$ cat config.mk
export PLATFORM = sky130hd
export DESIGN_NAME = mouse_led_top
export DESIGN_NICKNAME = d
export VERILOG_FILES = /design/src/mouse_pkg.sv /design/src/mouse_led_top.sv /design/src/led_pattern.sv /design/src/cursor_counter.sv /design/src/mouse_packet.sv /design/src/ps2_tx.sv /design/src/ps2_rx.sv /design/src/ps2_line_sync.sv
export SDC_FILE = /design/constraint.sdc
export NUM_CORES = 1
export LEC_CHECK = 0
export BUFFER_PORTS_ARGS = -buffer_cell sky130_fd_sc_hd__buf_4
export CAP_MARGIN = 15
export CORE_MARGIN = 5
export CORE_UTILIZATION = 43
export DETAILED_ROUTE_END_ITERATION = 7
export PLACE_DENSITY_LB_ADDON = 0.2
export SLEW_MARGIN = 20
export SYNTH_ARGS = -nofsm -noshare
export SYNTH_HDL_FRONTEND = slang
export SYNTH_SLANG_ARGS = --single-unit
$ cat constraint.sdc
create_clock -name clk -period 6.4 [get_ports clk]
set_clock_uncertainty 0.05 [all_clocks]
set_input_delay 0.96 -clock clk [delete_from_list [all_inputs] [get_ports clk]]
set_output_delay 0.96 -clock clk [all_outputs]
set_load 0.01 [all_outputs]
$ cat src/mouse_pkg.sv
// mouse front end shared definitions
package mouse_pkg;

  // one byte on the ps2 wire
  typedef logic [7:0] ps2_byte_t;
  // bit 8 is the sign from packet byte 1, bits 7..0 from byte 2
  typedef logic signed [8:0] mouse_move_t;
  // bit 0 left, bit 1 right, bit 2 middle
  typedef logic [2:0] mouse_buttons_t;
  typedef logic [9:0] cursor_t;
  typedef logic [7:0] led_t;

  // host to mouse, enable data reporting
  localparam ps2_byte_t CMD_STREAM_ENABLE = 8'hF4;
  // mouse answer to any accepted command
  localparam ps2_byte_t RESP_ACK = 8'hFA;

  localparam cursor_t CURSOR_RESET = 10'd3;
  localparam led_t    LED_RESET    = 8'h01;
  // x magnitude that splits left and right rotation
  localparam logic [7:0] MOVE_THRESHOLD = 8'd100;

endpackage
$ cat src/mouse_led_top.sv
// ps2 mouse led and cursor top
module mouse_led_top import mouse_pkg::*; #(
  parameter int FILTER_LEN     = 8,
  parameter int INHIBIT_CYCLES = 10000
) (
  input  logic    clk,
  input  logic    reset,
  input  logic    ps2c_in,
  input  logic    ps2d_in,
  output logic    ps2c_drive_low,
  output logic    ps2d_drive_low,
  output led_t    led,
  output cursor_t cursor
);

  logic           ps2c_fall;
  logic           ps2d_bit;
  logic           tx_idle;
  logic           tx_start;
  logic           tx_done_tick;
  ps2_byte_t      tx_byte;
  ps2_byte_t      rx_byte;
  logic           rx_done_tick;
  mouse_move_t    x_move;
  mouse_buttons_t buttons;
  logic           report_tick;

  // line conditioning
  ps2_line_sync #(.FILTER_LEN(FILTER_LEN)) i_ps2_line_sync (
    .clk, .reset, .ps2c_in, .ps2d_in, .ps2c_fall, .ps2d_bit
  );

  ps2_rx i_ps2_rx (
    .clk, .reset, .ps2c_fall, .ps2d_bit, .tx_idle, .rx_byte, .rx_done_tick
  );

  ps2_tx #(.INHIBIT_CYCLES(INHIBIT_CYCLES)) i_ps2_tx (
    .clk, .reset, .ps2c_fall, .ps2d_bit, .tx_start, .tx_byte,
    .ps2c_drive_low, .ps2d_drive_low, .tx_idle, .tx_done_tick
  );

  // init sequence and packet framing
  mouse_packet i_mouse_packet (
    .clk, .reset, .rx_byte, .rx_done_tick, .tx_done_tick,
    .tx_start, .tx_byte, .x_move, .buttons, .report_tick
  );

  // both consumers take every report
  cursor_counter i_cursor_counter (
    .clk, .reset, .report_tick, .x_move, .buttons, .cursor
  );

  led_pattern i_led_pattern (
    .clk, .reset, .report_tick, .x_move, .buttons, .led
  );

endmodule

$ cat src/led_pattern.sv
// led rotation pattern
module led_pattern import mouse_pkg::*; (
  input  logic           clk,
  input  logic           reset,
  input  logic           report_tick,
  input  mouse_move_t    x_move,
  input  mouse_buttons_t buttons,
  output led_t           led
);

  led_t       led_q;
  logic [7:0] x_low;
  led_t       rot_left;
  led_t       rot_right;

  assign x_low     = x_move[7:0];
  // msb wraps to bit 0
  assign rot_left  = {led_q[6:0], led_q[7]};
  // bit 0 wraps to msb
  assign rot_right = {led_q[0], led_q[7:1]};

  always_ff @(posedge clk or posedge reset) begin
    if (reset) begin
      led_q <= LED_RESET;
    end else if (report_tick) begin
      if (x_low != '0) begin
        // movement takes priority over buttons
        if (x_move[8] && x_low > MOVE_THRESHOLD) begin
          led_q <= rot_right;
        end else if (x_low < MOVE_THRESHOLD) begin
          led_q <= rot_left;
        end
        // low byte equal to threshold holds
      end else if (buttons != '0) begin
        if (buttons[2]) begin
          led_q <= rot_left;
        end else begin
          // left/right pattern in the top three leds
          led_q <= {buttons, 5'd0};
        end
      end
    end
  end

  assign led = led_q;

endmodule

$ cat src/cursor_counter.sv
// cursor position counter
module cursor_counter import mouse_pkg::*; (
  input  logic           clk,
  input  logic           reset,
  input  logic           report_tick,
  input  mouse_move_t    x_move,
  input  mouse_buttons_t buttons,
  output cursor_t        cursor
);

  cursor_t cursor_q;
  cursor_t x_ext;

  // sign extend 9 to 10 bits
  assign x_ext = {x_move[8], x_move};

  always_ff @(posedge clk or posedge reset) begin
    if (reset) begin
      cursor_q <= CURSOR_RESET;
    end else if (report_tick) begin
      if (buttons[0]) begin
        // left wins over right
        cursor_q <= '0;
      end else if (buttons[1]) begin
        cursor_q <= '1;
      end else begin
        // wraps mod 1024
        cursor_q <= cursor_q + x_ext;
      end
    end
  end

  assign cursor = cursor_q;

endmodule

$ cat src/mouse_packet.sv
// mouse init and packet assembly
module mouse_packet import mouse_pkg::*; (
  input  logic           clk,
  input  logic           reset,
  input  ps2_byte_t      rx_byte,
  input  logic           rx_done_tick,
  input  logic           tx_done_tick,
  output logic           tx_start,
  output ps2_byte_t      tx_byte,
  output mouse_move_t    x_move,
  output mouse_buttons_t buttons,
  output logic           report_tick
);

  typedef enum logic [2:0] {
    SEND_CMD,
    WAIT_TX,
    WAIT_ACK,
    BYTE1,
    BYTE2,
    BYTE3
  } pkt_state_t;

  pkt_state_t     state_q;
  logic           start_q;
  logic           report_q;
  logic           sign_q;
  logic [7:0]     x_low_q;
  mouse_buttons_t btn_q;

  always_ff @(posedge clk or posedge reset) begin
    if (reset) begin
      state_q  <= SEND_CMD;
      start_q  <= 1'b0;
      report_q <= 1'b0;
    end else begin
      start_q  <= 1'b0;
      report_q <= 1'b0;
      case (state_q)
        // single request, no retry
        SEND_CMD: begin
          start_q <= 1'b1;
          state_q <= WAIT_TX;
        end
        WAIT_TX:  if (tx_done_tick) state_q <= WAIT_ACK;
        WAIT_ACK: if (rx_done_tick && rx_byte == RESP_ACK) state_q <= BYTE1;
        BYTE1:    if (rx_done_tick) state_q <= BYTE2;
        BYTE2:    if (rx_done_tick) state_q <= BYTE3;
        BYTE3: begin
          // y byte closes the packet
          if (rx_done_tick) begin
            report_q <= 1'b1;
            state_q  <= BYTE1;
          end
        end
        default: state_q <= SEND_CMD;
      endcase
    end
  end

  // packet fields
  always_ff @(posedge clk) begin
    if (rx_done_tick && state_q == BYTE1) begin
      btn_q  <= rx_byte[2:0];
      sign_q <= rx_byte[4];
    end
    if (rx_done_tick && state_q == BYTE2) begin
      x_low_q <= rx_byte;
    end
  end

  assign tx_start    = start_q;
  assign tx_byte     = CMD_STREAM_ENABLE;
  assign x_move      = {sign_q, x_low_q};
  assign buttons     = btn_q;
  assign report_tick = report_q;

  // the one command finishes only while it is awaited
  a_tx_done_while_waiting: assert property (@(posedge clk) disable iff (reset)
    tx_done_tick |-> (state_q == WAIT_TX));

endmodule

$ cat src/ps2_tx.sv
// ps2 host to device byte transmitter
module ps2_tx import mouse_pkg::*; #(
  parameter int INHIBIT_CYCLES = 10000
) (
  input  logic      clk,
  input  logic      reset,
  input  logic      ps2c_fall,
  input  logic      ps2d_bit,
  input  logic      tx_start,
  input  ps2_byte_t tx_byte,
  output logic      ps2c_drive_low,
  output logic      ps2d_drive_low,
  output logic      tx_idle,
  output logic      tx_done_tick
);

  localparam int INH_W = $clog2(INHIBIT_CYCLES + 1);

  typedef enum logic [2:0] {
    IDLE,
    INHIBIT,
    REQUEST,
    SHIFT,
    WAIT_ACK,
    DONE
  } tx_state_t;

  tx_state_t        state_q;
  logic [INH_W-1:0] inh_cnt_q;
  logic [8:0]       shift_q;
  logic [3:0]       bit_cnt_q;

  always_ff @(posedge clk or posedge reset) begin
    if (reset) begin
      state_q   <= IDLE;
      inh_cnt_q <= '0;
      bit_cnt_q <= '0;
    end else begin
      case (state_q)
        IDLE: begin
          if (tx_start) begin
            inh_cnt_q <= INH_W'(INHIBIT_CYCLES - 1);
            state_q   <= INHIBIT;
          end
        end
        INHIBIT: begin
          // clock held low, device must abort anything in flight
          if (inh_cnt_q == '0) begin
            state_q <= REQUEST;
          end else begin
            inh_cnt_q <= inh_cnt_q - 1'b1;
          end
        end
        REQUEST: begin
          // start bit on the wire, wait for device to clock
          if (ps2c_fall) begin
            bit_cnt_q <= '0;
            state_q   <= SHIFT;
          end
        end
        SHIFT: begin
          if (ps2c_fall) begin
            // 8 data + parity, then release for stop
            if (bit_cnt_q == 4'd8) begin
              state_q <= WAIT_ACK;
            end else begin
              bit_cnt_q <= bit_cnt_q + 1'b1;
            end
          end
        end
        WAIT_ACK: begin
          // device pulls data low on its last clock
          if (ps2c_fall && !ps2d_bit) begin
            state_q <= DONE;
          end
        end
        default: state_q <= IDLE;
      endcase
    end
  end

  // byte plus odd parity, shifted lsb first
  always_ff @(posedge clk) begin
    if (state_q == IDLE && tx_start) begin
      shift_q <= {~^tx_byte, tx_byte};
    end else if (state_q == SHIFT && ps2c_fall) begin
      shift_q <= {1'b1, shift_q[8:1]};
    end
  end

  assign ps2c_drive_low = (state_q == INHIBIT);
  // data goes low on the last inhibit cycle, before clock release
  assign ps2d_drive_low = (state_q == INHIBIT && inh_cnt_q == '0) ||
                          (state_q == REQUEST) ||
                          (state_q == SHIFT && !shift_q[0]);
  assign tx_idle      = (state_q == IDLE);
  assign tx_done_tick = (state_q == DONE);

  a_start_when_idle: assert property (@(posedge clk) disable iff (reset)
    tx_start |-> tx_idle);

  // request to send, data already low when the clock is let go
  a_data_low_at_release: assert property (@(posedge clk) disable iff (reset)
    $fell(ps2c_drive_low) |-> $past(ps2d_drive_low));

endmodule

$ cat src/ps2_rx.sv
// ps2 device to host frame receiver
module ps2_rx import mouse_pkg::*; (
  input  logic      clk,
  input  logic      reset,
  input  logic      ps2c_fall,
  input  logic      ps2d_bit,
  input  logic      tx_idle,
  output ps2_byte_t rx_byte,
  output logic      rx_done_tick
);

  typedef enum logic {
    IDLE,
    SHIFT
  } rx_state_t;

  rx_state_t   state_q;
  logic [3:0]  bits_left_q;
  logic [10:0] frame_q;
  logic [10:0] frame_shift;
  logic        frame_ok;
  logic        done_q;

  // lsb first, new bit enters at the top
  assign frame_shift = {ps2d_bit, frame_q[10:1]};

  // start low, odd parity over data and parity, stop high
  assign frame_ok = !frame_shift[0] && (^frame_shift[9:1]) && frame_shift[10];

  always_ff @(posedge clk or posedge reset) begin
    if (reset) begin
      state_q     <= IDLE;
      bits_left_q <= '0;
      done_q      <= 1'b0;
    end else begin
      done_q <= 1'b0;
      case (state_q)
        IDLE: begin
          // host owns the bus while sending
          if (ps2c_fall && tx_idle) begin
            bits_left_q <= 4'd10;
            state_q     <= SHIFT;
          end
        end
        SHIFT: begin
          if (ps2c_fall) begin
            bits_left_q <= bits_left_q - 1'b1;
            if (bits_left_q == 4'd1) begin
              // stop bit just taken
              done_q  <= frame_ok;
              state_q <= IDLE;
            end
          end
        end
        default: state_q <= IDLE;
      endcase
    end
  end

  // frame shifter, no reset needed on payload
  always_ff @(posedge clk) begin
    if (ps2c_fall && (state_q == SHIFT || tx_idle)) begin
      frame_q <= frame_shift;
    end
  end

  assign rx_byte      = frame_q[8:1];
  assign rx_done_tick = done_q;

  // receiver stays quiet for the whole host transmission
  a_no_rx_during_tx: assert property (@(posedge clk) disable iff (reset)
    rx_done_tick |-> tx_idle);

endmodule

$ cat src/ps2_line_sync.sv
// ps2 line synchronizer and clock filter
module ps2_line_sync #(
  parameter int FILTER_LEN = 8
) (
  input  logic clk,
  input  logic reset,
  input  logic ps2c_in,
  input  logic ps2d_in,
  output logic ps2c_fall,
  output logic ps2d_bit
);

  localparam int CNT_W = $clog2(FILTER_LEN + 1);

  logic [1:0]       c_sync_q;
  logic [1:0]       d_sync_q;
  logic             c_filt_q;
  logic [CNT_W-1:0] cnt_q;
  logic             fall_q;

  always_ff @(posedge clk or posedge reset) begin
    if (reset) begin
      // idle bus is high on both lines
      c_sync_q <= 2'b11;
      d_sync_q <= 2'b11;
      c_filt_q <= 1'b1;
      cnt_q    <= '0;
      fall_q   <= 1'b0;
    end else begin
      c_sync_q <= {c_sync_q[0], ps2c_in};
      d_sync_q <= {d_sync_q[0], ps2d_in};
      fall_q   <= 1'b0;
      if (c_sync_q[1] == c_filt_q) begin
        // agreement, restart the run
        cnt_q <= '0;
      end else if (cnt_q == CNT_W'(FILTER_LEN - 1)) begin
        c_filt_q <= c_sync_q[1];
        cnt_q    <= '0;
        // old level high means this is a falling edge
        fall_q   <= c_filt_q;
      end else begin
        cnt_q <= cnt_q + 1'b1;
      end
    end
  end

  assign ps2c_fall = fall_q;
  // data is stable while clock is low, no filter needed
  assign ps2d_bit  = d_sync_q[1];

endmodule

==> flow_summary.ini <==
[worst_hold_path]
whs_endpoint = i_ps2_line_sync.d_sync_q[1]$_DFF_PP1_
min-delay-start = i_ps2_line_sync.d_sync_q[0]$_DFF_PP1_
worstHoldPathType = flip-flop to flip-flop
holdPathStages = 0

[final_layout]
layout_commonest_cell = dfrtp_1
diodes = 0
area_growth_syn_to_layout_pct = 11.14
stdcell_area_mm2 = 0.004995
fill_cells = 986
multi_input_area_mm2 = 0.001999
final_nets = 477
utilization = 0.4860
stdcell_count = 597
layout-drive-gt1-share = 0.1388
seq_area_mm2 = 0.002352
layout_common_cells = dfrtp_1, nand2_1, nor2_1

[global_routing]
antenna_found_initial = 0
grt_start_max_net_pins = 61
first_global_vias = 3129
gr-total-overflow = 0
grt_pass1_wl_um = 14770
track_usage = 0.1422

[synthesis]
syn_nets = 456
synth_top_cell_by_area = dfrtp_1
ys_seq_area_frac = 0.5234
synth_area_leaders = dfrtp_1, edfxtp_1, dfstp_2, ha_1, nand2_1
synth_edf_count = 22
syn_inst = 435
post_synth_num_cell_types = 61
yosys_warnings = 0
ys_ff_latch = 91
async_flop_share = 0.6593
syn-cell-area_mm2 = 0.004494
ys.flop_type = dfrtp_1
synth.top_cell.area_share = 0.2895
synth_area_per_cell_um2 = 10.33

[clocking]
clk_latency_ns = 0.35
numCtsBuffers = 9
hold_buffers = 0
ctsHtreeMaxLevel = 3
cts_root_buf = clkbuf_8
numClockSinks = 91
cts_tree = built
cts_buffer_depth = 2
clk_transition_reported_paths_ns = 0.08
cts_resized = 0
post_cts_buffers = 0

[floorplan]
rows = 37
die_h_um = 112.2
num_io_pins = 24
core_area_mm2 = 0.01028
dieArea_mm2 = 0.01260
die_w_um = 112.2
start_util = 0.4373

[status]
status = finished clean

[placement]
place_ws_ns = 3.756
io_buffers = 23
dp_hpwl_um = 5892
gp_congestion = 0.8430
dpl-instance-area_mm2 = 0.004772
placed_cells = 581

[power]
peakVddDrop_mv = 0.1306
leakagePower_nw = 2.025
p_total_mw = 1.052
power.density_mw_per_mm2 = 210.6

[routing]
wl_per_cell_um = 14.13
first_iter_violations = 191
dr.pass1.iters = 4
ant_nets = 0
via_count = 3185
drt-vias-per-instance = 5.335
drc_errors = 0
wl_um = 8433

[sta]
maxClockFrequency_ghz = 0.3276
final.period_utilization = 0.4769
worst_slew_pin_slew_ns = 0.8202
fin_tns_setup_ns = 0
hold_viol_final = 0
slew_headroom = 0.4508
period_minus_slack_ns = 3.052
hold_ws_ns = 0.3086
finalSetupViolCount = 0
rsz0062_at_grt = no
setup_ws_ns = 3.348
final_max_slew_viol_count = 0

[critical_path]
r2r_start = i_mouse_packet.x_low_q[0]$_DFFE_PP_
endpoint_kind = output pin
cp_data_required_time_ns = 5.39
crit_slowest_cell = dfrtp_1
crit_chain = nor4_1 > nand4_1 > nor3_1 > a21oi_1 > nor2_1 > buf_4
r2r-end = i_cursor_counter.cursor[8]$_DFFE_PP0P_
cp_max_fo = 5
reg2reg_slack_ns = 3.76
path_buf_inv = 1
cp_data_arrival_time_ns = 2.04
cpPeakStageDelay_ns = 0.43
worst_setup_path_start_kind = flip-flop
path_class = flip-flop to output pin
r2r_cells = 8
critPathTopFamily = simple AND/OR/NAND/NOR gates

[run]
maxCapViolCount = 0
==> per-layer routing <==
layer,vias up,global-route usage,routed length (um)
li1,1606,-,-
met1,1528,0.1892,3982
met2,39,0.2225,4032
met3,12,0.04474,298
met4,0,0.04487,119
met5,-,0,0
==> power by group <==
group	internal (mW)	switching [mW]	total, mW
combinational	0.0151	0.0166	0.0317
clock	0.210	0.197	0.406
sequential	0.605	0.00890	0.614
==> final cells by class <==
cell class	instances	area share
clock buffers	14	0.04108
inverters	20	0.01503
flip-flops and latches	91	0.4709
well taps	136	0.03407
multi-input cells	310	0.4003
repair buffers	24	0.03607
clock inverters	2	0.002505
==> worst register-to-register path: stages (launching register included) <==
cell	delay [ns]
edfxtp_1	0.41
ha_1	0.22
fa_1	0.42
a21o_1	0.20
a211oi_1	0.23
nor2_1	0.08
or4_1	0.42
a2111oi_0	0.40
nor3b_1	0.09
==> cell families (layout without fill, tap and decap cells) <==
group,Yosys count,count (layout),share of synthesized area
buffers and inverters,34,60,0.03285
adders and majority gates,17,17,0.04900
muxes,2,2,0.005011
xor gates and xnor gates,25,25,0.04872
AOI/OAI and AO/OA,97,97,0.1476
and+or+nand+nor,169,169,0.1935
DFF,91,91,0.5234
==> flip-flops by register name (all words and copies together) (netlist names) <==
name / count
i_ps2_line_sync.c_sync_q: 2
i_ps2_tx.state_q: 3
i_ps2_line_sync.ps2c_fall: 1
i_ps2_tx.shift_q: 9
i_mouse_packet.report_tick: 1
i_ps2_rx.frame_q: 10
i_ps2_line_sync.cnt_q: 4
i_ps2_tx.inh_cnt_q: 14
i_mouse_packet.sign_q: 1
i_mouse_packet.tx_start: 1
i_ps2_rx.state_q: 1
i_ps2_rx.bits_left_q: 4
i_ps2_tx.bit_cnt_q: 4
i_ps2_line_sync.d_sync_q: 2
i_cursor_counter.cursor: 10
i_mouse_packet.buttons: 3
i_ps2_line_sync.c_filt_q: 1
i_ps2_rx.rx_done_tick: 1
i_mouse_packet.x_low_q: 8
i_led_pattern.led: 8
i_mouse_packet.state_q: 3
==> synthesized netlist by cell type, types with 2 or more instances <==
cell / number
o31ai_1: 9
o21ai_0: 21
nand3_1: 16
buf_6: 2
or4_1: 2
xor2_1: 5
nand2b_1: 3
mux2_2: 2
nor4_1: 4
dfstp_2: 8
or3_1: 3
a21o_1: 5
nand4_1: 2
edfxtp_1: 22
or3_2: 2
nand3b_1: 5
o2111ai_1: 2
a22o_1: 3
o21ai_1: 2
a21oi_1: 26
nand2_1: 49
and2_1: 4
clkbuf_1: 10
dfxtp_1: 9
inv_1: 19
nor2_1: 37
a211oi_1: 10
and3_1: 4
or4_4: 2
xnor2_1: 20
a31oi_1: 3
ha_1: 16
nor2b_1: 4
nor3b_1: 9
a21boi_0: 2
nor3_1: 15
o41ai_1: 2
dfrtp_1: 52
and4_1: 2
==> how the worst max path moves through the flow <==
stage / cells past startpoint / slack, ns / end / start
finish: 6 / 3.35 / ps2d_drive_low / i_ps2_tx.inh_cnt_q[10]$_DFFE_PP0P_
global route: 6 / 3.10 / ps2d_drive_low / i_ps2_tx.inh_cnt_q[10]$_DFFE_PP0P_
CTS: 6 / 3.33 / ps2d_drive_low / i_ps2_tx.inh_cnt_q[10]$_DFFE_PP0P_
detailed placement: 6 / 3.76 / ps2d_drive_low / i_ps2_tx.inh_cnt_q[10]$_DFFE_PP0P_
global placement: 6 / 3.78 / ps2d_drive_low / i_ps2_tx.inh_cnt_q[10]$_DFFE_PP0P_
floorplan: 1 / 3.92 / i_cursor_counter.cursor[2]$_DFFE_PP0P_ / reset
No activity file was read; power rests on OpenSTA's default activity.
